--- src/source/eeprom_pkg.sv ---
package eeprom_pkg;

    typedef logic [10:0] mem_addr_t;   // 2048 byte array
    typedef logic [7:0]  mem_data_t;
    typedef logic [3:0]  bit_idx_t;    // slot within a byte, 0..8
    typedef logic [1:0]  phase_t;      // quarter of an SCL period

    localparam logic [3:0] DEVICE_TYPE = 4'b1010;

    // bus timing in CLK cycles
    localparam int QUARTER_CYCLES = 2;
    localparam int SLOT_CYCLES    = 4 * QUARTER_CYCLES;

    typedef logic [$clog2(QUARTER_CYCLES + 1) - 1:0] quarter_cnt_t;

    localparam quarter_cnt_t QUARTER_LAST = quarter_cnt_t'(QUARTER_CYCLES - 1);
    localparam phase_t       PHASE_LAST   = 2'd3;
    localparam bit_idx_t     ACK_SLOT     = 4'd8;   // ninth slot carries the acknowledge

    typedef enum logic [1:0] {
        slot_start,
        slot_stop,
        slot_data
    } slot_kind_e;

    typedef struct packed {
        slot_kind_e kind;
        logic       go;
    } slot_req_t;

    typedef struct packed {
        logic      load;
        mem_data_t load_byte;
        logic      receive;     // byte comes from the slave
        logic      master_ack;  // level sent in the ninth slot of a received byte
    } shift_cmd_t;

    typedef enum logic [3:0] {
        st_idle,
        st_start,
        st_ctrl_w,
        st_addr,
        st_data_w,
        st_restart,
        st_ctrl_r,
        st_data_r,
        st_stop,
        st_done
    } ctrl_state_e;

endpackage

--- src/source/byte_shifter.sv ---
module byte_shifter (
    input  logic                   CLK,
    input  logic                   RESET,
    input  eeprom_pkg::shift_cmd_t shift_cmd,
    input  logic                   data_kind,
    input  logic                   slot_done,
    input  logic                   sample_bit,
    output logic                   tx_bit,
    output logic                   byte_done,
    output logic                   ack_bit,
    output eeprom_pkg::mem_data_t  rx_byte
);

    // msb goes out first, samples come in at the bottom
    logic [8:0]           sr;
    eeprom_pkg::bit_idx_t bit_cnt;
    logic                 advance;

    assign advance   = data_kind & slot_done;
    assign byte_done = advance && (bit_cnt == eeprom_pkg::ACK_SLOT);

    assign tx_bit = sr[8];

    // after the ninth shift the data sits above the acknowledge
    assign rx_byte = sr[8:1];

    // the ninth sample is only shifted in at the end of byte_done
    assign ack_bit = byte_done ? sample_bit : sr[0];

    always_ff @(posedge CLK)
    begin
        if (RESET)
        begin
            sr      <= '1;   // released
            bit_cnt <= '0;
        end
        else if (shift_cmd.load)
        begin
            if (shift_cmd.receive)
                sr <= {8'hff, shift_cmd.master_ack};   // listen for 8, then answer
            else
                sr <= {shift_cmd.load_byte, 1'b1};     // 9th slot left to the slave
            bit_cnt <= '0;
        end
        else if (advance)
        begin
            sr <= {sr[7:0], sample_bit};
            if (byte_done)
                bit_cnt <= '0;
            else
                bit_cnt <= bit_cnt + 4'd1;
        end
    end

endmodule

--- config.mk ---
export PLATFORM = sky130hd
export DESIGN_NAME = byte_shifter
export DESIGN_NICKNAME = d
export VERILOG_FILES = /design/src/source/eeprom_pkg.sv /design/src/source/byte_shifter.sv
export SDC_FILE = /design/constraint.sdc
export NUM_CORES = 1
export LEC_CHECK = 0
export ABC_CLOCK_PERIOD_IN_PS = 2700
export BUFFER_PORTS_ARGS = -buffer_cell sky130_fd_sc_hd__buf_2
export CAP_MARGIN = 15
export CORE_MARGIN = 2
export CORE_UTILIZATION = 50
export CTS_BUF_LIST = sky130_fd_sc_hd__clkbuf_8
export CTS_CLUSTER_DIAMETER = 40
export CTS_CLUSTER_SIZE = 14
export DETAILED_ROUTE_END_ITERATION = 6
export PLACE_DENSITY = 0.81
export SETUP_SLACK_MARGIN = 0.05
export SYNTH_ARGS = -nofsm -noshare
export SYNTH_HDL_FRONTEND = slang
export SYNTH_SLANG_ARGS = --single-unit
--- constraint.sdc ---
create_clock -name CLK -period 2.7 [get_ports CLK]
set_input_delay 0 -clock CLK [delete_from_list [all_inputs] [get_ports CLK]]
set_output_delay 0 -clock CLK [all_outputs]
set_load 0.01 [all_outputs]
* Word level (Yosys, flattened, before mapping) *
Index checks and enable logic that the tools add are counted.

word-level totals
  output and inout bits = 11
  word-level logic and storage cells = 13
  register bits after elaboration = 13
  input port bits = 16

operators by class
  multiplexer cells = 5
  reduce and logical (&&, ||, !) cells = 3
  add/subtract/negate cells = 1
  bitwise operators = 1
  eq/ne operators = 1

operator list
  cell                                                           number
  9-bit 2-to-1 mux                                               3
  4-bit by 1-bit adder with 4-bit output, second input constant  1
  4-bit == test, second input constant                           1
  4-bit 2-to-1 mux                                               1
  2-bit nonzero test                                             1
  2-bit OR reduction                                             1
  1-bit AND                                                      1
  1-bit logical AND                                              1
  1-bit 2-to-1 mux                                               1

* Longest topological paths before layout *
Gate-level depths: netlist of the first run.

  depth after elaboration = 3
  depth in mapped cells = 5
  depth with buffers taken out = 5

* Least setup slack after synthesis of the first run *
Ideal clock, no wire load.

  path kind = reg-to-output
  from = reg bit_cnt[0]
  to = out ack_bit
  stages on the path, launching flop included = 6
  arrival = 1.216 ns
  path slack = 1.484 ns
  data required time = 2.700 ns
  path buffers = 0
  path through = dfxtp_1 > inv_1 > ha_1 > nand4_1 > nor2_1 > mux2_2

on the way
  word-level cells in the longest chain between the ends = 3

ends and longest elaborated chain
  element                 RTL line            source
  from (decl)             byte_shifter.sv:16  eeprom_pkg::bit_idx_t bit_cnt;
  from (signal assigned)  byte_shifter.sv:51  bit_cnt <= bit_cnt + 4'd1;
  4-bit == test           byte_shifter.sv:20  assign byte_done = advance && (bit_cnt == eeprom_pkg::ACK_SLOT);
  1-bit logical AND       byte_shifter.sv:20
  named net byte_done     byte_shifter.sv:9   output logic byte_done,
  1-bit 2-to-1 mux        byte_shifter.sv:28  assign ack_bit = byte_done ? sample_bit : sr[0];
  to (decl)               byte_shifter.sv:10  output logic ack_bit,

The timed path passes the listed nets, and every way through them passes these cells.

* Final worst setup path of the first run *
  from = reg bit_cnt[0]
  to = out ack_bit

on the way
  word-level cells in the longest chain between the ends = 3

ends and longest elaborated chain
  element            RTL line
  4-bit == test      byte_shifter.sv:20
  1-bit logical AND  byte_shifter.sv:20
  1-bit 2-to-1 mux   byte_shifter.sv:28

Every way passes these cells.

==> impl_results.md, run 1 <==
- Clock sink total: 13
- Die height: 42.6 um
- Starting Density: 55.1%
- Max stage delay cell, worst path: mux2_2
- Req. time, crit path: 2700 ps
- Placed Area: 803 sq um
- Total number of yosys warnings: 0
- Vias/cell: 5.46
- Layout cell share with drive strength beyond 1: 38.8%
- Total Power: 442 uW
- Vias in the first global route: 605
- Multi-input gate area: 387 sq um
- Drt pass-1 iters: 4
- Reg area: 260 sq um
- Largest net degree at the start of global routing: 16
- Leak: 0.392 nW
- CP Cell Sequence: inv_1, ha_1, nand4_1, nor2_1, mux2_2, buf_2
- Final wirelength: 1510 um
- Post-cts sizing count: 0
- DRC errors left: 0
- Routability Congestion: 0.738
- Synth area leaders: dfxtp_1 (35%), a211oi_1 (9.1%), and3_2 (9.1%)
- Post-Syn Area: 743 sq um
- Avg Inst Size Synth: 8.64 sq um
- Fin Setup TNS: 0 ps
- Final hold vios: 0
- Post-Syn Nets: 104
- Slew Viols, Final: 0
- Dominant cell type by area after synthesis: dfxtp_1
- Crit start category: flop
- Min-delay src: shift_cmd[7]
- Pwr/cell area: 521 nW/um^2
- Post-layout util: 62.8%
- Total global-route track usage: 19.5%
- Fin nets: 122
- Number of antenna violations at the first check in global routing: 0
- Clk root buf: clkbuf_8
- Crit. End Element: output pin
- Reg clk slew, reported paths: 50 ps
- H-tree depth: 1
- DRT antenna net count: 0
- Fin area: 848 sq um
- First-pass GRT wire length: 2570 um
- DP Worst Slack: 1440 ps
- Area Growth Syn to Fin: 14.1%
- CP Class: reg2out
- Drt wl/cell: 12.8 um
- Number of setup buffers added after CTS: 0
- Placed cells: 114
- DIE AREA: 1810 sq um
- RSZ-0062 raised after global routing: false
- Period minus WS final: 1540 ps
- GRT overflow: 0
- Worst stage delay on the critical path: 350 ps
- CP arrival: 1540 ps
- Final HPWL DP: 1120 um
- WHS: 3.11 ps
- R2R setup slack: 1490 ps
- Violation count after the first detailed-route iteration: 8
- Cells after synthesis: 86
- Rows: 13
- CTS buffer count: 3
- Worst Clk Skew: 3.68 ps
- CP max FO: 4
- Fin cells: 118
- Synthesis-stage register bit count: 13
- Seq/Total Area, Yosys: 35.0%
- CORE AREA: 1350 sq um
- FF-to-FF Start: bit_cnt[0]
- Port Buffers: 26
- Worst vdd ir: 346 uV
- Antenna fix cells: 0
- Setup ws final: 1160 ps
- CTS Buffer Depth: 2
- Later-pin clock latency in the skew report: 250 ps
- Distinct cells, synth: 25
- MaxCap Viol Count: 0
- Yosys top cell area share: 35.0%
- Rel. slew slack: 74.9%
- HP Class: in2reg
- Fmax: 650 MHz
- TritonCTS clock tree: done
- # setup viols final: 0
- Worst-Margin Slew: 372 ps
- Status: complete, no violations
- Hold buffers post-CTS: 0
- Detailed-route via count: 644
- CP Launch Point: bit_cnt[0]
- Width of the die: 42.6 um
- Crit share post-route: 57.0%
- Filler instances: 131
- IO Count: 27
cells in the final DEF (no fill, tap or decap), drive strengths merged:
master,instances
nand2,2
and3,9
clkbuf,3
and2,1
mux2,1
or3,1
xor2,1
mux2i,1
nor2,11
o21ai,2
nand4,1
o21bai,9
nor3b,2
nand2b,1
nand3,2
buf,26
inv,3
a211oi,9
dfxtp,13
xnor2,1
ha,2
a21oi,1
nor3,1
cells by family (layout without fill, tap and decap cells):
kind of cell	Yosys count	after routing	synth area share (%)
AOI/OAI and AO/OA	21	21	20.2
xor gates and xnor gates	2	2	2.36
DFF	13	13	35.0
muxes	2	2	2.86
and+or+nand+nor	31	31	23.2
adders and majority gates	2	2	3.37
buffers and inverters	15	32	13.0
metal layers:
metal	GRT usage (%)	vias up	part of all wire, %
met5	0	-	0
met2	30.8	16	49
met1	21.6	298	44
li1	-	327	-
met4	11.9	0	1.5
met3	8.19	3	5.3
power by group:
group,internal (mW),switching (mW),leakage (nW)
Sequential,0.201,0.00596,0.107
Clock,0.101,0.0710,0.0269
Combinational,0.0314,0.0328,0.258
path summary, 6_finish.rpt:
kind | cells past startpoint | end
worst min register to register | 2 | bit_cnt[3]
worst max-delay path | 6 | ack_bit
worst max register to register | 5 | bit_cnt[0]
worst min-delay path | 3 | sr[6]
area by class of cell:
cell class	count	area share, %
clock buffers	3	4.87
flip-flops and latches	13	30.7
well taps	15	2.21
clock inverters	1	0.442
multi-input cells	58	45.6
repair buffers	26	15.3
inverters	2	0.885
critical path: cells and delay by family, from the launching register on:
kind | cells | cell delay, ps
fa+ha+maj | 1 | 140
mux | 1 | 350
simple gates | 2 | 250
flops | 1 | 340
buf+inv | 2 | 210
synth_stat cells, drive strengths merged:
| cell type | number |
|---|---|
| nand2 | 2 |
| nor3 | 1 |
| nand2b | 1 |
| xor2 | 1 |
| ha | 2 |
| mux2 | 1 |
| clkbuf | 4 |
| buf | 9 |
| nor2 | 11 |
| nor3b | 2 |
| nand4 | 1 |
| dfxtp | 13 |
| nand3 | 2 |
| o21ai | 2 |
| and3 | 9 |
| xnor2 | 1 |
| inv | 2 |
| and2 | 1 |
| a211oi | 9 |
| o21bai | 9 |
| or3 | 1 |
| a21oi | 1 |
| mux2i | 1 |
flip-flops by register name (all words and copies together) (netlist names):
signal / count
sr: 9
bit_cnt: 4
No activity file was read; power rests on OpenSTA's default activity.
==> run 2: changes to the inputs <==
--- a/config.mk
+++ b/config.mk
@@ -5,16 +5,16 @@
 export SDC_FILE = /design/constraint.sdc
 export NUM_CORES = 1
 export LEC_CHECK = 0
-export ABC_CLOCK_PERIOD_IN_PS = 2700
+export ABC_CLOCK_PERIOD_IN_PS = 1350
 export BUFFER_PORTS_ARGS = -buffer_cell sky130_fd_sc_hd__buf_2
 export CAP_MARGIN = 15
 export CORE_MARGIN = 2
-export CORE_UTILIZATION = 50
+export CORE_UTILIZATION = 45
 export CTS_BUF_LIST = sky130_fd_sc_hd__clkbuf_8
 export CTS_CLUSTER_DIAMETER = 40
 export CTS_CLUSTER_SIZE = 14
 export DETAILED_ROUTE_END_ITERATION = 6
-export PLACE_DENSITY = 0.81
+export PLACE_DENSITY = 0.77
 export SETUP_SLACK_MARGIN = 0.05
 export SYNTH_ARGS = -nofsm -noshare
 export SYNTH_HDL_FRONTEND = slang
==> constraint.sdc (replaced) <==
create_clock -name CLK -period 1.35 [get_ports CLK]
set_input_delay 0 -clock CLK [delete_from_list [all_inputs] [get_ports CLK]]
set_output_delay 0 -clock CLK [all_outputs]
set_load 0.01 [all_outputs]
==> impl_results.md, run 2 (synthesis gave the netlist of run 1 again) <==
- WHS Path Cells: 3
- Buf+Inv Stages, Crit Path: 2
- Internal Power: 670 uW
- Setup ws final: -106 ps
- Layout cell share with drive strength beyond 1: 46.2%
- H-tree depth: 1
- Routability Congestion: 0.754
- WHS Endpoint: sr[4]
- Total global-route track usage: 18.4%
- Pwr/cell area: 985 nW/um^2
- Rows: 14
- Worst stage delay on the critical path: 320 ps
- Reg clk slew, reported paths: 50 ps
- Status: finished with violations
- CTS Buffer Depth: 2
- Starting Density: 48.8%
- Clock power frac: 38.5%
- Failing checks: negative setup slack
- DIE AREA: 1990 sq um
- Commonest non-fill, non-tap cells in the layout: buf_2 (24), dfxtp_1 (11), nor2_1 (10)
- Worst vdd ir: 774 uV
- Fin Setup TNS: -106 ps
- Max reg flops: 9
- Uppermost layer routed: met4
- Regs by FF count: sr: 9 flops, bit_cnt: 4 flops
- Rel. slew slack: 75.9%
- Fin area: 906 sq um
- CTS buffer count: 3
- Kind of cell adding the most delay to the critical path: flip-flops
- Period minus WS final: 1460 ps
- Antenna fix cells: 0
- Final wirelength: 1610 um
- Routed wl met3: 99 um
- Hold buffers post-CTS: 0
- CORE AREA: 1520 sq um
- Violation count after the first detailed-route iteration: 16
- Crit start category: flop
- Placed Area: 805 sq um
- Crit. End Element: output pin
- Leak: 0.419 nW
- Biggest register: sr
- Slew Viols, Final: 0
- Max stage delay cell, worst path: dfxtp_2
- Switch share: 24.9%
- Number of antenna violations at the first check in global routing: 0
- TritonCTS clock tree: done
- Most common cell after layout, fill and taps aside: buf_2
- Final HPWL DP: 1030 um
- # setup viols final: 1
- CP max FO: 2
- Port Buffers: 26
- Clock sink total: 13
- Logic pwr share: 15.3%
- DRC errors left: 0
- IO Count: 27
- Fin nets: 125
- Fmax: 687 MHz
- Met2 wire length: 777 um
- RSZ-0062 raised after global routing: true
- Min-delay src: shift_cmd[5]
- Met1 wire length: 729 um
- Area Growth Syn to Fin: 21.9%
- Width of the die: 44.6 um
- CP arrival: 1460 ps
- GRT overflow: 0
- HP Class: in2reg
- Die height: 44.6 um
- Psw: 222 uW
- MaxCap Viol Count: 0
- Drt wl/cell: 13.2 um
- Clk root buf: clkbuf_8
- First-pass GRT wire length: 2610 um
- Vias/cell: 5.52
- Worst r2r path cells: 5
- Later-pin clock latency in the skew report: 240 ps
- Worst-Margin Slew: 361 ps
- Reg-to-reg endpoint: bit_cnt[0]
- Final hold vios: 0
- Worst Clk Skew: 1.78 ps
- R2R setup slack: 180 ps
- FF-to-FF Start: bit_cnt[1]
- Drt pass-1 iters: 4
- Seq pwr share: 46.2%
- Total Power: 892 uW
- Largest net degree at the start of global routing: 16
- Req. time, crit path: 1350 ps
- Detailed-route via count: 673
- CP Cell Sequence: inv_2, ha_4, nand4_1, nor2_2, mux2_4, buf_6
- DRT antenna net count: 0
- Vias in the first global route: 589
- CP Class: reg2out
- Crit share post-route: 108%
[run 2: worst max path at each step]
stage | depth (start not counted) | from | to
after floorplan | 5 | bit_cnt[0] | ack_bit
after global placement | 6 | bit_cnt[0] | ack_bit
after detailed placement | 6 | bit_cnt[0] | ack_bit
after CTS | 6 | bit_cnt[0] | ack_bit
after global routing | 6 | bit_cnt[1] | ack_bit
final | 6 | bit_cnt[1] | ack_bit
[run 2: worst reg2reg max path, stage by stage (launching register included)]
cell and delay, ps:
dfxtp_2 320, inv_2 60, ha_4 120, nand4_1 110, o21ai_0 330, nor2_1 110
[run 2: per-layer routing]
| layer | vias to the layer above | GRT usage [%] |
|---|---|---|
| met1 | 313 | 22.2 |
| met4 | 0 | 7.27 |
| met3 | 2 | 7.35 |
| met5 | - | 0 |
| li1 | 335 | - |
| met2 | 23 | 29.0 |
[run 2: stage by stage]
step,utilization (%),hold slack [ps],instances,setup WS [ps]
after CTS,58.2,2.79,122,-100
after detailed placement,52.8,260,115,96.1
final,59.4,5.99,122,-106
after global routing,59.4,17.5,122,-165
after global placement,52.8,252,115,130
after floorplan,-,148,86,134
[run 2: power groups by stage]
stage | combinational, mW | clock (mW) | sequential, mW
6_report | 0.137 | 0.343 | 0.412
5_1_grt | 0.151 | 0.381 | 0.415
4_1_cts | 0.134 | 0.354 | 0.412
3_5_place_dp | 0.127 | 0 | 0.421
3_3_place_gp | 0.126 | 0 | 0.420
2_1_floorplan | 0.0989 | 0 | 0.419
[run 2: layout make-up]
cell class | count | area [sq um]
Timing Repair Buffer | 29 | 165
Multi-Input combinational cell | 58 | 405
Inverter | 2 | 7.51
Tap cell | 16 | 20.0
Fill cell | 146 | 618
Sequential cell | 13 | 263
Clock inverter | 1 | 3.75
Clock buffer | 3 | 41.3
[run 2: timing repair]
item | CTS | global route
buffers inserted | 3 | 1
endpoints found under the setup margin | 1 | 2
resized for setup | 5 | 5
pin swaps | 2 | 2
