`config.mk`:
```
export PLATFORM = sky130hd
export DESIGN_NAME = eeprom_ctrl
export DESIGN_NICKNAME = d
export VERILOG_FILES = /design/src/source/eeprom_pkg.sv /design/src/source/eeprom_ctrl.sv
export SDC_FILE = /design/constraint.sdc
export NUM_CORES = 1
export LEC_CHECK = 0
export ABC_AREA = 1
export BUFFER_PORTS_ARGS = -buffer_cell sky130_fd_sc_hd__buf_2
export CAP_MARGIN = 20
export CORE_UTILIZATION = 53
export CTS_BUF_LIST = sky130_fd_sc_hd__clkbuf_8
export CTS_CLUSTER_SIZE = 8
export DETAILED_ROUTE_END_ITERATION = 12
export PLACE_DENSITY = 0.81
export SLEW_MARGIN = 40
export SYNTH_ARGS = -nofsm -noshare
export SYNTH_HDL_FRONTEND = slang
export SYNTH_SLANG_ARGS = --single-unit
```
`constraint.sdc`:
```
create_clock -name CLK -period 2.9 [get_ports CLK]
set_clock_uncertainty 0.1 [all_clocks]
set_input_delay 0.725 -clock CLK [delete_from_list [all_inputs] [get_ports CLK]]
set_output_delay 0.725 -clock CLK [all_outputs]
set_load 0.01 [all_outputs]
```
`src/source/eeprom_pkg.sv`:
```
package eeprom_pkg;

    typedef logic [10:0] mem_addr_t;   // 2048 byte array
    typedef logic [7:0]  mem_data_t;
    typedef logic [3:0]  bit_idx_t;    // slot within a byte, 0..8
    typedef logic [1:0]  phase_t;      // quarter of an SCL period

    localparam logic [3:0] DEVICE_TYPE = 4'b1010;

    // bus timing in CLK cycles
    localparam int QUARTER_CYCLES = 2;
    localparam int SLOT_CYCLES    = 4 * QUARTER_CYCLES;

    typedef logic [$clog2(QUARTER_CYCLES + 1) - 1:0] quarter_cnt_t;

    localparam quarter_cnt_t QUARTER_LAST = quarter_cnt_t'(QUARTER_CYCLES - 1);
    localparam phase_t       PHASE_LAST   = 2'd3;
    localparam bit_idx_t     ACK_SLOT     = 4'd8;   // ninth slot carries the acknowledge

    typedef enum logic [1:0] {
        slot_start,
        slot_stop,
        slot_data
    } slot_kind_e;

    typedef struct packed {
        slot_kind_e kind;
        logic       go;
    } slot_req_t;

    typedef struct packed {
        logic      load;
        mem_data_t load_byte;
        logic      receive;     // byte comes from the slave
        logic      master_ack;  // level sent in the ninth slot of a received byte
    } shift_cmd_t;

    typedef enum logic [3:0] {
        st_idle,
        st_start,
        st_ctrl_w,
        st_addr,
        st_data_w,
        st_restart,
        st_ctrl_r,
        st_data_r,
        st_stop,
        st_done
    } ctrl_state_e;

endpackage

```
`src/source/eeprom_ctrl.sv`:
```
module eeprom_ctrl (
    input  logic                   CLK,
    input  logic                   RESET,
    input  logic                   wr,
    input  logic                   rd,
    input  eeprom_pkg::mem_addr_t  addr,
    input  eeprom_pkg::mem_data_t  data_in,
    input  logic                   slot_done,
    input  logic                   byte_done,
    input  logic                   ack_bit,
    input  eeprom_pkg::mem_data_t  rx_byte,
    output eeprom_pkg::slot_req_t  slot_req,
    output eeprom_pkg::shift_cmd_t shift_cmd,
    output logic                   data_kind,
    output logic                   done,
    output logic                   nack,
    output eeprom_pkg::mem_data_t  data_out
);

    eeprom_pkg::ctrl_state_e state;
    eeprom_pkg::mem_addr_t   addr_q;
    eeprom_pkg::mem_data_t   data_q;
    logic                    is_read;
    logic                    nack_q;

    function automatic eeprom_pkg::slot_req_t req(input eeprom_pkg::slot_kind_e kind);
        eeprom_pkg::slot_req_t r;
        r.kind = kind;
        r.go   = 1'b1;
        return r;
    endfunction

    // transmit load, ninth slot released for the slave's acknowledge
    function automatic eeprom_pkg::shift_cmd_t tx_load(input eeprom_pkg::mem_data_t b);
        eeprom_pkg::shift_cmd_t c;
        c.load       = 1'b1;
        c.load_byte  = b;
        c.receive    = 1'b0;
        c.master_ack = 1'b1;
        return c;
    endfunction

    // single random read, so the master always answers with NACK
    function automatic eeprom_pkg::shift_cmd_t rx_load();
        eeprom_pkg::shift_cmd_t c;
        c.load       = 1'b1;
        c.load_byte  = '0;
        c.receive    = 1'b1;
        c.master_ack = 1'b1;
        return c;
    endfunction

    function automatic eeprom_pkg::mem_data_t ctrl_byte(input logic rw);
        return {eeprom_pkg::DEVICE_TYPE, addr_q[10:8], rw};
    endfunction

    assign data_kind = (state == eeprom_pkg::st_ctrl_w) || (state == eeprom_pkg::st_addr)
                    || (state == eeprom_pkg::st_data_w) || (state == eeprom_pkg::st_ctrl_r)
                    || (state == eeprom_pkg::st_data_r);

    assign done = (state == eeprom_pkg::st_done);
    assign nack = done & nack_q;

    always_ff @(posedge CLK)
    begin
        if (RESET)
        begin
            state     <= eeprom_pkg::st_idle;
            slot_req  <= '0;
            shift_cmd <= '0;
            is_read   <= 1'b0;
            nack_q    <= 1'b0;
            data_out  <= '0;
        end
        else
        begin
            slot_req.go    <= 1'b0;   // strobes last one cycle
            shift_cmd.load <= 1'b0;

            // next bit of the current byte
            if (data_kind && slot_done && !byte_done)
                slot_req <= req(eeprom_pkg::slot_data);

            case (state)
                eeprom_pkg::st_idle:
                begin
                    if (wr || rd)
                    begin
                        addr_q   <= addr;
                        data_q   <= data_in;
                        is_read  <= ~wr;   // wr wins
                        nack_q   <= 1'b0;
                        slot_req <= req(eeprom_pkg::slot_start);
                        state    <= eeprom_pkg::st_start;
                    end
                end
                eeprom_pkg::st_start:
                begin
                    if (slot_done)
                    begin
                        slot_req  <= req(eeprom_pkg::slot_data);
                        shift_cmd <= tx_load(ctrl_byte(1'b0));
                        state     <= eeprom_pkg::st_ctrl_w;
                    end
                end
                eeprom_pkg::st_ctrl_w, eeprom_pkg::st_addr, eeprom_pkg::st_data_w,
                eeprom_pkg::st_ctrl_r:
                begin
                    if (byte_done && ack_bit)
                    begin
                        nack_q   <= 1'b1;   // slave did not answer, abort
                        slot_req <= req(eeprom_pkg::slot_stop);
                        state    <= eeprom_pkg::st_stop;
                    end
                    else if (byte_done)
                    begin
                        case (state)
                            eeprom_pkg::st_ctrl_w:
                            begin
                                slot_req  <= req(eeprom_pkg::slot_data);
                                shift_cmd <= tx_load(addr_q[7:0]);
                                state     <= eeprom_pkg::st_addr;
                            end
                            eeprom_pkg::st_addr:
                            begin
                                if (is_read)
                                begin
                                    slot_req <= req(eeprom_pkg::slot_start);
                                    state    <= eeprom_pkg::st_restart;
                                end
                                else
                                begin
                                    slot_req  <= req(eeprom_pkg::slot_data);
                                    shift_cmd <= tx_load(data_q);
                                    state     <= eeprom_pkg::st_data_w;
                                end
                            end
                            eeprom_pkg::st_ctrl_r:
                            begin
                                slot_req  <= req(eeprom_pkg::slot_data);
                                shift_cmd <= rx_load();
                                state     <= eeprom_pkg::st_data_r;
                            end
                            default:
                            begin
                                slot_req <= req(eeprom_pkg::slot_stop);
                                state    <= eeprom_pkg::st_stop;
                            end
                        endcase
                    end
                end
                eeprom_pkg::st_restart:
                begin
                    if (slot_done)
                    begin
                        slot_req  <= req(eeprom_pkg::slot_data);
                        shift_cmd <= tx_load(ctrl_byte(1'b1));
                        state     <= eeprom_pkg::st_ctrl_r;
                    end
                end
                eeprom_pkg::st_data_r:
                begin
                    if (byte_done)
                    begin
                        slot_req <= req(eeprom_pkg::slot_stop);
                        state    <= eeprom_pkg::st_stop;
                    end
                end
                eeprom_pkg::st_stop:
                begin
                    if (slot_done)
                    begin
                        if (is_read && !nack_q)
                            data_out <= rx_byte;
                        state <= eeprom_pkg::st_done;
                    end
                end
                default:
                    state <= eeprom_pkg::st_idle;   // st_done lasts one cycle
            endcase
        end
    end

endmodule

```
Word level (Yosys, flattened, before mapping)
Cells that the tools add are included.
- reductions and logical operators: 23
- eq/ne operators: 20
- bitwise operators: 3
- muxes and demuxes: 29
- operators by type and width (operator ; number):
    $pmux W11 S3 ; 2
    $mux W11 ; 5
    $mux W4 ; 7
    $pmux W4 S6 ; 1
    $mux W3 ; 7
    $eq A4 B3 Y1 const B ; 4
    $ne A2 B2 Y1 const B ; 8
    $pmux W3 S4 ; 1
    $pmux W4 S3 ; 1
    $reduce_and A3 Y1 ; 3
    $eq A4 B2 Y1 const B ; 2
    $eq A4 B4 Y1 const B ; 2
    $reduce_and A7 Y1 ; 1
    $ne A3 B3 Y1 const B ; 2
    $pmux W3 S2 ; 1
    $reduce_and A6 Y1 ; 1
    $logic_or A1 B1 Y1 ; 5
    $eq A4 B1 Y1 const B ; 1
    $logic_and A1 B1 Y1 ; 4
    $logic_not A4 Y1 ; 1
    $ne A4 B4 Y1 const B ; 1
    $reduce_or A2 Y1 ; 2
    $reduce_or A4 Y1 ; 1
    $mux W1 ; 3
    7 further kinds ; 9
- logic and storage cells: 87
- output and inout bits: 25
- register bits: 47
- input port bits: 34

Longest topological paths before layout
Gate-level depths: netlist of the first run.
- depth in word-level cells: 11
- depth in mapped cells: 12
- depth with buffers taken out: 11

Least setup slack after synthesis of the first run
No wires, ideal clock.
- path kind: input-to-reg
- start: input RESET
- end: register addr_q[0] (enable)
- setup time: 0.395 ns
- cell stages on the path: 3
- arrival time: 1.962 ns
- buffers on the path: 2
- slack: 0.444 ns
- cells stage by stage: clkbuf_1 > clkbuf_1 > nor2_1
- word-level cells in the longest chain between the ends: 2
- RTL lines (item ; line ; text):
    start, declared ; eeprom_ctrl.sv:3 ; input logic RESET,
    $not A1 Y1 (no line) ; n/a ;
    $reduce_and A3 Y1 (no line) ; n/a ;
    end signal, assigned ; eeprom_ctrl.sv:89 ; addr_q <= addr;
    end, declared ; eeprom_ctrl.sv:21 ; eeprom_pkg::mem_addr_t addr_q;
Every way passes these cells.
A chain may end at the register's enable or synchronous reset.

Worst setup path in the final report of the first run
- start: register state[3]
- end: output nack
- word-level cells in the longest chain between the ends: 2
- RTL lines (item ; line ; text):
    start, declared ; eeprom_ctrl.sv:20 ; eeprom_pkg::ctrl_state_e state;
    start signal, assigned ; eeprom_ctrl.sv:68 ; state <= eeprom_pkg::st_idle;
    start signal, assigned ; eeprom_ctrl.sv:94 ; state <= eeprom_pkg::st_start;
    start signal, assigned ; eeprom_ctrl.sv:103 ; state <= eeprom_pkg::st_ctrl_w;
    $eq A4 B4 Y1 ; eeprom_ctrl.sv:61 ; assign done = (state == eeprom_pkg::st_done);
    $and A1 B1 Y1 ; eeprom_ctrl.sv:62 ; assign nack = done & nack_q;
    end, declared ; eeprom_ctrl.sv:16 ; output logic nack,
Every way passes these cells.

==> results of run 1 <==
[area by class of cell]
| cell class | instances | area (um^2) | area share |
|---|---|---|---|
| well taps | 48 | 60.1 | 0.0239 |
| flip-flops and latches | 47 | 1130 | 0.450 |
| repair buffers | 60 | 305 | 0.121 |
| multi-input cells | 176 | 818 | 0.325 |
| clock buffers | 5 | 68.8 | 0.0274 |
| clock inverters | 3 | 22.5 | 0.00896 |
| inverters | 29 | 109 | 0.0433 |
[layer usage]
layer / GRT usage / up-vias
li1: - / 958
met1: 0.319 / 832
met2: 0.353 / 70
met3: 0.0634 / 5
met4: 0.0944 / 0
met5: 0 / -
[cell usage after synthesis]
cell type	count
a21oi_1	14
inv_2	4
inv_1	24
nand4_1	1
nor2_1	29
nand2_1	71
a32oi_1	1
nor2_2	4
buf_1	1
buf_2	1
nor3_1	3
and2_1	1
a31oi_1	1
nand3_4	1
edfxtp_1	19
o21ai_0	15
or2_0	1
a21oi_2	1
buf_6	2
nand3_1	24
dfxtp_1	28
nor2_4	3
clkbuf_1	2
o211ai_1	1
nand2_2	3
clkinv_1	1
a22o_1	2
[placed cells by master (no fill, tap or decap), types with 2 or more instances in the layout]
cell,Yosys,routed
nand3_1,24,24
nand2_1,71,71
dfxtp_1,28,28
nand2_2,3,3
inv_2,4,4
clkbuf_8,0,5
o21ai_0,15,15
buf_4,0,2
a22o_1,2,2
edfxtp_1,19,19
buf_2,1,58
nor2_4,3,3
nor2_1,29,29
nor3_1,3,3
a21oi_1,14,14
inv_1,24,24
nor2_2,4,4
[power groups by stage]
stage	clock (mW)	sequential (mW)	combinational, mW
floorplan	0	0.893	0.409
CTS	0.413	0.878	0.576
finish	0.405	0.880	0.578
global placement	0	0.892	0.575
global route	0.442	0.891	0.645
detailed placement	0	0.892	0.575
[sequential cells by signal (all words and copies together) (netlist names)]
| register | cells |
|---|---|
| slot_req | 3 |
| state | 4 |
| nack_q | 1 |
| is_read | 1 |
| data_out | 8 |
| addr_q | 11 |
| shift_cmd | 11 |
| data_q | 8 |
[path summary, 6_finish.rpt]
check                                          startpoint                        end  slack (ps)  cells past startpoint
worst max register to register      state[3]$_SDFFE_PP0P_        data_q[4]$_DFFE_PP_        1160                      4
worst min-delay path            shift_cmd[0]$_SDFFE_PP0P_  shift_cmd[0]$_SDFFE_PP0P_         380                      2
worst min register to register  shift_cmd[0]$_SDFFE_PP0P_  shift_cmd[0]$_SDFFE_PP0P_         380                      2
worst max-delay path                state[3]$_SDFFE_PP0P_                       nack         610                      4
[logic make-up (layout without fill, tap and decap cells)]
| group | Yosys count | in the layout | share of synthesized area |
|---|---|---|---|
| buf+inv | 35 | 97 | 0.0704 |
| compound gates | 35 | 35 | 0.0925 |
| simple gates | 141 | 141 | 0.298 |
| flops | 47 | 47 | 0.539 |
[critical path, delay by kind of cell (launching register included)]
kind          cells  cell delay, ps
flops             1             500
simple gates      2             420
buf+inv           2             230
==> flow_summary.json, run 1 <==
{
  "outcome": "completed",
  "clkPwrFrac": 0.217,
  "top_layer_used": "met4",
  "tightest_slew_ps": 341,
  "crit_slowest_cell": "dfxtp_1",
  "drc_errors": 0,
  "worst_slack_ps": 609,
  "cts_resized": 0,
  "holdWs_ps": 384,
  "cp_max_fo": 7,
  "core_region_area_um2": 3720,
  "drt-initial-drc-count": 148,
  "hpwl_um": 3460,
  "synth_cells": 258,
  "synth_warnings": 0,
  "clk_root_buffer_cell": "clkbuf_8",
  "cp_cell_sequence": "inv_2, nor3_1, and2_1, buf_2",
  "drive_gt1_frac": 0.263,
  "cp.required_ps": 2080,
  "final_hold_viol_count": 0,
  "pre_cts_slack_ps": 958,
  "sw_frac_of_total": 0.364,
  "finalSetupViolations": 0,
  "p_comb_frac": 0.310,
  "min_path_type": "flip-flop to flip-flop",
  "post-cts-setup-buffers": 0,
  "grt_max_degree": 19,
  "synth_seq_cells": 47,
  "h-tree-depth": 2,
  "endpoint_kind": "output pin",
  "die-width_um": 64.9,
  "grt_pass1_vias": 1650,
  "rows": 22,
  "num_io_pins": 59,
  "yosys.area.top_type": "edfxtp_1",
  "nets": 353,
  "syn_to_final_growth_pct": 19.9,
  "finalPower_mw": 1.86,
  "dr_total_vias": 1865,
  "intPower_mw": 1.18,
  "fin_util": 0.677,
  "routedWlPerCell_um": 12.6,
  "postRouteAntennaNets": 0,
  "n_fill_cell": 314,
  "avgSynthCellArea_um2": 8.13,
  "fin_tns_setup_ps": 0,
  "drt-met1-wl_um": 2160,
  "dpl.cell_count": 360,
  "dieArea_um2": 4210,
  "hold_buffers": 0,
  "synth.distinct_cells": 27,
  "drv_cap": 0,
  "die_y_um": 64.9,
  "netlist_area_um2": 2100,
  "seq_power_share": 0.472,
  "powerDensity_nw_per_um2": 741,
  "clk_latency_ps": 310,
  "initial_core_util": 0.564,
  "wirelength_um": 4650,
  "routabilityCongestion": 0.913,
  "antennaDiodeCount": 0,
  "antenna_found_initial": 0,
  "synth.top_cell.area_share": 0.272,
  "slew_headroom": 0.772,
  "rsz0062_at_grt": "no",
  "clockBufferDepth": 2,
  "cp_data_arrival_time_ps": 1470,
  "clk_pin_slew_worst_paths_ps": 90,
  "grt.total_usage": 0.235,
  "fmax_ghz": 0.437,
  "grt-ovfl-total": 0,
  "cp-start-kind": "flip-flop",
  "max_stage_delay_ps": 500,
  "crit_type": "flip-flop to output pin",
  "first_pass_iters": 4,
  "clock_sinks": 47,
  "min_period_ps": 2290,
  "post_dp_cell_area_um2": 2420,
  "grt_first_pass_wirelength_um": 7380,
  "fin_cells": 368,
  "vias_per_cell": 5.07,
  "met2_length_um": 2180,
  "port_buffers": 58,
  "wl_met3_um": 252,
  "yosysSeqAreaShare": 0.539,
  "syn_nets": 292,
  "cts_tree": "built",
  "synth_area_leaders": "edfxtp_1, dfxtp_1, nand2_1",
  "fin_area_um2": 2510,
  "cts_buffers": 5,
  "ir_drop_v": 0.000539,
  "slew_violations": 0,
  "leakagePower_nw": 1.18,
  "p_sw_mw": 0.678,
  "period_share": 0.790
}
Note: power is estimated with default switching activity, not from simulation.
==> run 2: changes to the inputs <==
--- a/config.mk
+++ b/config.mk
@@ -5,14 +5,14 @@
 export SDC_FILE = /design/constraint.sdc
 export NUM_CORES = 1
 export LEC_CHECK = 0
-export ABC_AREA = 1
+export ABC_AREA = 0
 export BUFFER_PORTS_ARGS = -buffer_cell sky130_fd_sc_hd__buf_2
 export CAP_MARGIN = 20
-export CORE_UTILIZATION = 53
+export CORE_UTILIZATION = 48
 export CTS_BUF_LIST = sky130_fd_sc_hd__clkbuf_8
 export CTS_CLUSTER_SIZE = 8
 export DETAILED_ROUTE_END_ITERATION = 12
-export PLACE_DENSITY = 0.81
+export PLACE_DENSITY = 0.78
 export SLEW_MARGIN = 40
 export SYNTH_ARGS = -nofsm -noshare
 export SYNTH_HDL_FRONTEND = slang
==> constraint.sdc (replaced) <==
create_clock -name CLK -period 2 [get_ports CLK]
set_clock_uncertainty 0.1 [all_clocks]
set_input_delay 0.5 -clock CLK [delete_from_list [all_inputs] [get_ports CLK]]
set_output_delay 0.5 -clock CLK [all_outputs]
set_load 0.01 [all_outputs]
==> run 2 against run 1 <==
Effect of this change: synthesized area down 1.7%; final area up 3.6%; setup slack worse by 550 ps; via count down 9.5%; global-route usage down 2.3 points; sequential share of layout area down 1.4 points; core utilization down 3.4 points; routed wire length down 5.8%; register-to-register slack worse by 1000 ps; total power up 37%; flip-flop and latch count unchanged; highest routed layer unchanged.
==> flow_summary.json, run 2 <==
{
  "outcome": "completed",
  "grt_first_pass_wirelength_um": 7100,
  "drc_errors": 0,
  "vias_per_cell": 5.46,
  "clk_root_buffer_cell": "clkbuf_8",
  "r2r_start": "state[0]$_SDFFE_PP0P_",
  "yosys.area.top_type": "edfxtp_1",
  "synth_most_common_cell": "dfxtp_1",
  "hpwl_um": 3230,
  "num_io_pins": 59,
  "final_hold_viol_count": 0,
  "grt_max_degree": 20,
  "rows": 23,
  "layout_common_cells": "buf_2, nor2_1, dfxtp_1, edfxtp_1, buf_4",
  "endpoint_kind": "output pin",
  "synth_warnings": 0,
  "dr_total_vias": 1687,
  "initial_core_util": 0.508,
  "slew_violations": 0,
  "antennaDiodeCount": 0,
  "reg2reg_to": "addr_q[10]$_DFFE_PP_",
  "cp-start-kind": "flip-flop",
  "leakagePower_nw": 1.05,
  "finalPower_mw": 2.56,
  "crit_type": "flip-flop to output pin",
  "clock_sinks": 47,
  "cp_data_arrival_time_ps": 1340,
  "antenna_found_initial": 0,
  "clk_pin_slew_worst_paths_ps": 80,
  "routedWlPerCell_um": 14.2,
  "routabilityCongestion": 0.950,
  "core_region_area_um2": 4060,
  "nets": 292,
  "grt-ovfl-total": 0,
  "crit_slowest_cell": "dfxtp_2",
  "fmax_ghz": 0.516,
  "synthArstFlopShare": 0,
  "fin_tns_setup_ps": 0,
  "synth.top_cell.area_share": 0.277,
  "port_buffers": 58,
  "critPathTopFamily": "flip-flops",
  "synth_area_leaders": "edfxtp_1, dfxtp_1, nor2_1",
  "first_pass_iters": 4,
  "yosysSeqAreaShare": 0.549,
  "fin_cells": 309,
  "dieArea_um2": 4560,
  "syn_to_final_growth_pct": 26.4,
  "hold_path_startpoint": "data_in[7]",
  "period_share": 0.968,
  "dpl.cell_count": 301,
  "synth_cells": 190,
  "worst_slack_ps": 63.4,
  "final_common_cell": "buf_2",
  "die-width_um": 67.5,
  "n_fill_cell": 335,
  "ir_drop_v": 0.000500,
  "rsz0062_at_grt": "yes",
  "ys_top_cells_by_count": "dfxtp_1, nor2_1, edfxtp_1",
  "reg_top3": "addr_q (11), shift_cmd (11)",
  "max_stage_delay_ps": 370,
  "r2r_setup_slack_ps": 140,
  "wirelength_um": 4380,
  "cts_tree": "built",
  "cp_cell_sequence": "buf_4, nor3_2, and2_1, buf_2",
  "drive_gt1_frac": 0.371,
  "cp_max_fo": 14,
  "clk_latency_ps": 300,
  "postRouteAntennaNets": 0,
  "drt-initial-drc-count": 145,
  "powerDensity_nw_per_um2": 982,
  "finalSetupViolations": 0,
  "clockBufferDepth": 2,
  "netlist_area_um2": 2060,
  "syn_nets": 224,
  "synth-edff-count": 19,
  "cts_buffers": 5,
  "drv_cap": 0,
  "synth.distinct_cells": 47,
  "avgSynthCellArea_um2": 10.9,
  "grt_pass1_vias": 1530,
  "min_period_ps": 1940,
  "cp.required_ps": 1400,
  "synth_ff_type": "dfxtp_1",
  "die_y_um": 67.5,
  "slew_headroom": 0.645,
  "tightest_slew_ps": 528,
  "h-tree-depth": 2,
  "pre_cts_slack_ps": 108,
  "synth_seq_cells": 47,
  "holdPathStages": 1,
  "critPathBufInv": 2,
  "min_path_type": "input port to flip-flop",
  "ff2ff_path_depth": 4,
  "min_to": "data_q[7]$_DFFE_PP_",
  "grt.total_usage": 0.212
}
run 2: cell types whose count changed after synthesis, sizes merged, moves of 4 or more:
cell / delta
o21ai: -11
nand3: -25
a221o: +6
nand2: -64
nor2b: +8
mux2i: +9
o21bai: +4
inv: -26
a211oi: +5
nor2: -10
nor3: +4
a32oi: +6
a21oi: -8
clkbuf: +7
run 2: worst max path at each step:
stage | slack (ps) | to | startpoint | cells after the start
global route | -20 | nack | state[1]$_SDFFE_PP0P_ | 4
floorplan | 20 | addr_q[0]$_DFFE_PP_ | state[3]$_SDFFE_PP0P_ | 4
global placement | 140 | data_kind | state[2]$_SDFFE_PP0P_ | 4
finish | 60 | nack | state[1]$_SDFFE_PP0P_ | 4
CTS | 4 | nack | state[3]$_SDFFE_PP0P_ | 5
detailed placement | 110 | shift_cmd[3]$_SDFFE_PP0P_ | slot_done | 5
run 2: logic make-up after synthesis:
logic type             synth area share
multiplexers                     0.0492
AND/OR/NAND/NOR                   0.193
buffers and inverters            0.0334
XOR/XNOR                        0.00850
AO/OA/AOI/OAI                     0.167
flip-flops                        0.549
run 2: repair_timing:
action                     in CTS  in global routing
resized for setup               3                  4
setup buffers                   0                  0
hold endpoints to repair        0                  0
hold buffers                    0                  0
setup endpoints to repair       2                 28
run 2: through the flow:
| stage | util | instance area (um^2) | hold slack [ps] |
|---|---|---|---|
| final | 0.642 | 2610 | 273 |
| after global routing | 0.642 | 2610 | 256 |
| after CTS | 0.640 | 2600 | 268 |
| after floorplan | - | 2080 | 348 |
| after detailed placement | 0.619 | 2510 | 362 |
| after global placement | 0.619 | 2510 | 347 |
run 2: layout make-up:
type | instances | area [um^2] | area share
clock inverter | 3 | 11.3 | 0.00432
inverter | 2 | 7.51 | 0.00288
sequential | 47 | 1140 | 0.436
timing repair buffer | 74 | 435 | 0.167
clock buffer | 5 | 68.8 | 0.0264
tap | 50 | 62.6 | 0.0240
multi-input combinational | 128 | 885 | 0.339
run 2: worst register-to-register path: stages, from the launching register on:
cell and delay, ps:
dfxtp_2 390, nor4_1 400, o21ai_0 310, nor2_4 190
buf_12 170
run 2: power breakdown:
| group | leakage, nW | switching [mW] | total, mW | internal, mW |
|---|---|---|---|---|
| registers | 0.407 | 0.0979 | 1.26 | 1.16 |
| logic | 0.599 | 0.419 | 0.769 | 0.350 |
| clock network | 0.0444 | 0.296 | 0.530 | 0.234 |
run 2: per-layer routing:
layer / global-route usage / share of wire
met1: 0.288 / 0.44
met2: 0.330 / 0.50
met3: 0.0541 / 0.048
met5: 0 / 0
met4: 0.0638 / 0.0096
==> run 3: changes to the inputs <==
--- a/config.mk
+++ b/config.mk
@@ -6,13 +6,14 @@
 export NUM_CORES = 1
 export LEC_CHECK = 0
 export ABC_AREA = 0
-export BUFFER_PORTS_ARGS = -buffer_cell sky130_fd_sc_hd__buf_2
+export BUFFER_PORTS_ARGS = -buffer_cell sky130_fd_sc_hd__buf_4
 export CAP_MARGIN = 20
 export CORE_UTILIZATION = 48
 export CTS_BUF_LIST = sky130_fd_sc_hd__clkbuf_8
 export CTS_CLUSTER_SIZE = 8
 export DETAILED_ROUTE_END_ITERATION = 12
 export PLACE_DENSITY = 0.78
+export REMOVE_ABC_BUFFERS = 1
 export SLEW_MARGIN = 40
 export SYNTH_ARGS = -nofsm -noshare
 export SYNTH_HDL_FRONTEND = slang
==> run 3 against run 2 <==
Effect of this change: maximum frequency up 0.92%; non-clock buffer count did not move; die area unchanged; count of clock-buffer cells in the layout unchanged; core utilization grew 3.8 points; critical path depth unchanged; via count up 0.41%; first-iteration DRC count down 43%; critical endpoint unchanged; largest cell class unchanged; highest routed layer unchanged.
==> flow_summary.json, run 3 (synthesis gave the netlist of run 2 again) <==
{
  "multi_input_area_um2": 878,
  "core_region_area_um2": 4060,
  "cp_max_fo": 12,
  "fin_area_um2": 2760,
  "num_io_pins": 59,
  "endpoint_kind": "output pin",
  "grt_pass1_vias": 1547,
  "fmax_ghz": 0.521,
  "min_path_type": "input port to flip-flop",
  "routedWlPerCell_um": 14.4,
  "drc_errors": 0,
  "sw_frac_of_total": 0.316,
  "max_stage_delay_ps": 390,
  "min_period_ps": 1920,
  "cp-startpoint": "state[1]$_SDFFE_PP0P_",
  "wirelength_um": 4450,
  "slew_violations": 0,
  "cp_cell_sequence": "buf_4, nor3_4, and2_1, buf_4",
  "crit_slowest_cell": "dfxtp_4",
  "postRouteAntennaNets": 0,
  "clkPwrFrac": 0.207,
  "ir_drop_v": 0.000644,
  "post-cts-setup-buffers": 0,
  "vias_per_cell": 5.48,
  "clk_root_buffer_cell": "clkbuf_8",
  "slew_headroom": 0.693,
  "syn_to_final_growth_pct": 33.8,
  "hpwl_um": 3260,
  "worst_slack_ps": 81.1,
  "layout_common_cells": "buf_4, nor2_1, dfxtp_1, edfxtp_1, nand2_1",
  "seq_power_share": 0.480,
  "clock_sinks": 47,
  "drt-initial-drc-count": 82,
  "antenna_found_initial": 0,
  "p_sw_mw": 0.833,
  "hold_buffers": 0,
  "clockBufferDepth": 2,
  "tightest_slew_ps": 459,
  "routabilityCongestion": 0.904,
  "period_share": 0.959,
  "holdWs_ps": 271,
  "critPathTopFamily": "flip-flops",
  "dpl.cell_count": 301,
  "final_common_cell": "buf_4",
  "reg_top3": "addr_q (11), shift_cmd (11)",
  "grt_max_degree": 20,
  "initial_core_util": 0.508,
  "grt_first_pass_wirelength_um": 6980,
  "grt.total_usage": 0.207,
  "rows": 23,
  "cpMostUsedCell": "buf_4",
  "post_dp_cell_area_um2": 2640,
  "outcome": "completed",
  "die-width_um": 67.5,
  "final_hold_viol_count": 0,
  "antennaDiodeCount": 0,
  "first_pass_iters": 4,
  "dieArea_um2": 4560,
  "hold_path_startpoint": "addr[4]",
  "leakagePower_nw": 1.08,
  "cp-start-kind": "flip-flop",
  "powerDensity_nw_per_um2": 955,
  "drive_gt1_frac": 0.375,
  "n_fill_cell": 321,
  "die_y_um": 67.5,
  "grt-ovfl-total": 0,
  "dr_total_vias": 1694,
  "rsz0062_at_grt": "no",
  "cp.required_ps": 1400,
  "pre_cts_slack_ps": 146,
  "intPower_mw": 1.80,
  "clk_pin_slew_worst_paths_ps": 80,
  "r2r_start": "state[0]$_SDFFE_PP0P_",
  "cp_data_arrival_time_ps": 1320,
  "critPathBufInv": 2,
  "port_buffers": 58,
  "h-tree-depth": 2,
  "fin_cells": 309,
  "drv_cap": 0,
  "cts_buffers": 5,
  "seq_area_um2": 1140,
  "nets": 292,
  "cts_tree": "built",
  "clk_latency_ps": 300,
  "crit_type": "flip-flop to output pin",
  "finalSetupViolations": 0,
  "p_comb_frac": 0.312
}
==> run 3: changes by cell type in the layout (fill, tap and decap cells not counted) <==
cell / delta
buf_6: +1
clkinv_2: +1
nor3_2: -1
buf_4: +57
nor2b_2: +1
clkinvlp_4: +1
nor3_4: +1
dfxtp_4: +2
clkinv_1: -2
nor2b_4: -1
buf_2: -58
nor2_4: -1
nor2_1: +1
dfxtp_2: -2
==> run 3: area by class of cell <==
class | count | area share
Sequential cell | 47 | 0.414
Multi-Input combinational cell | 128 | 0.318
Timing Repair Buffer | 74 | 0.212
Clock buffer | 5 | 0.0249
Tap cell | 50 | 0.0227
Clock inverter | 3 | 0.00590
Inverter | 2 | 0.00272
==> run 3: through the flow <==
stage | total power, mW | TNS, ps | util
after global placement | 2.08 | 0 | 0.652
after detailed placement | 2.09 | 0 | 0.652
after CTS | 2.63 | 0 | 0.675
after global routing | 2.78 | 0 | 0.680
after floorplan | 1.69 | -10570 | -
final | 2.64 | 0 | 0.680
==> run 3: metal layers <==
layer  global-route usage  share of wire
met1                0.269           0.44
met2                0.321           0.48
met3               0.0490          0.049
met4               0.0984          0.023
met5                    0              0
==> run 3: power groups by stage <==
stage | clock (mW) | combinational [mW] | sequential, mW
final | 0.546 | 0.824 | 1.27
after global routing | 0.595 | 0.909 | 1.28
after CTS | 0.556 | 0.815 | 1.26
after detailed placement | 0 | 0.811 | 1.28
after global placement | 0 | 0.801 | 1.28
after floorplan | 0 | 0.369 | 1.32
==> run 3: final timing paths <==
path	to	slack (ps)	depth (start not counted)
worst max register to register	data_q[5]$_DFFE_PP_	200	4
worst min register to register	shift_cmd[7]$_SDFFE_PP0P_	370	1
worst min-delay path	addr_q[4]$_DFFE_PP_	270	1
worst max-delay path	nack	80	4
==> run 3: timing repair <==
item	4_1_cts	5_1_grt
gates resized for setup	4	7
endpoints found under the setup margin	2	2
pin swaps	0	0
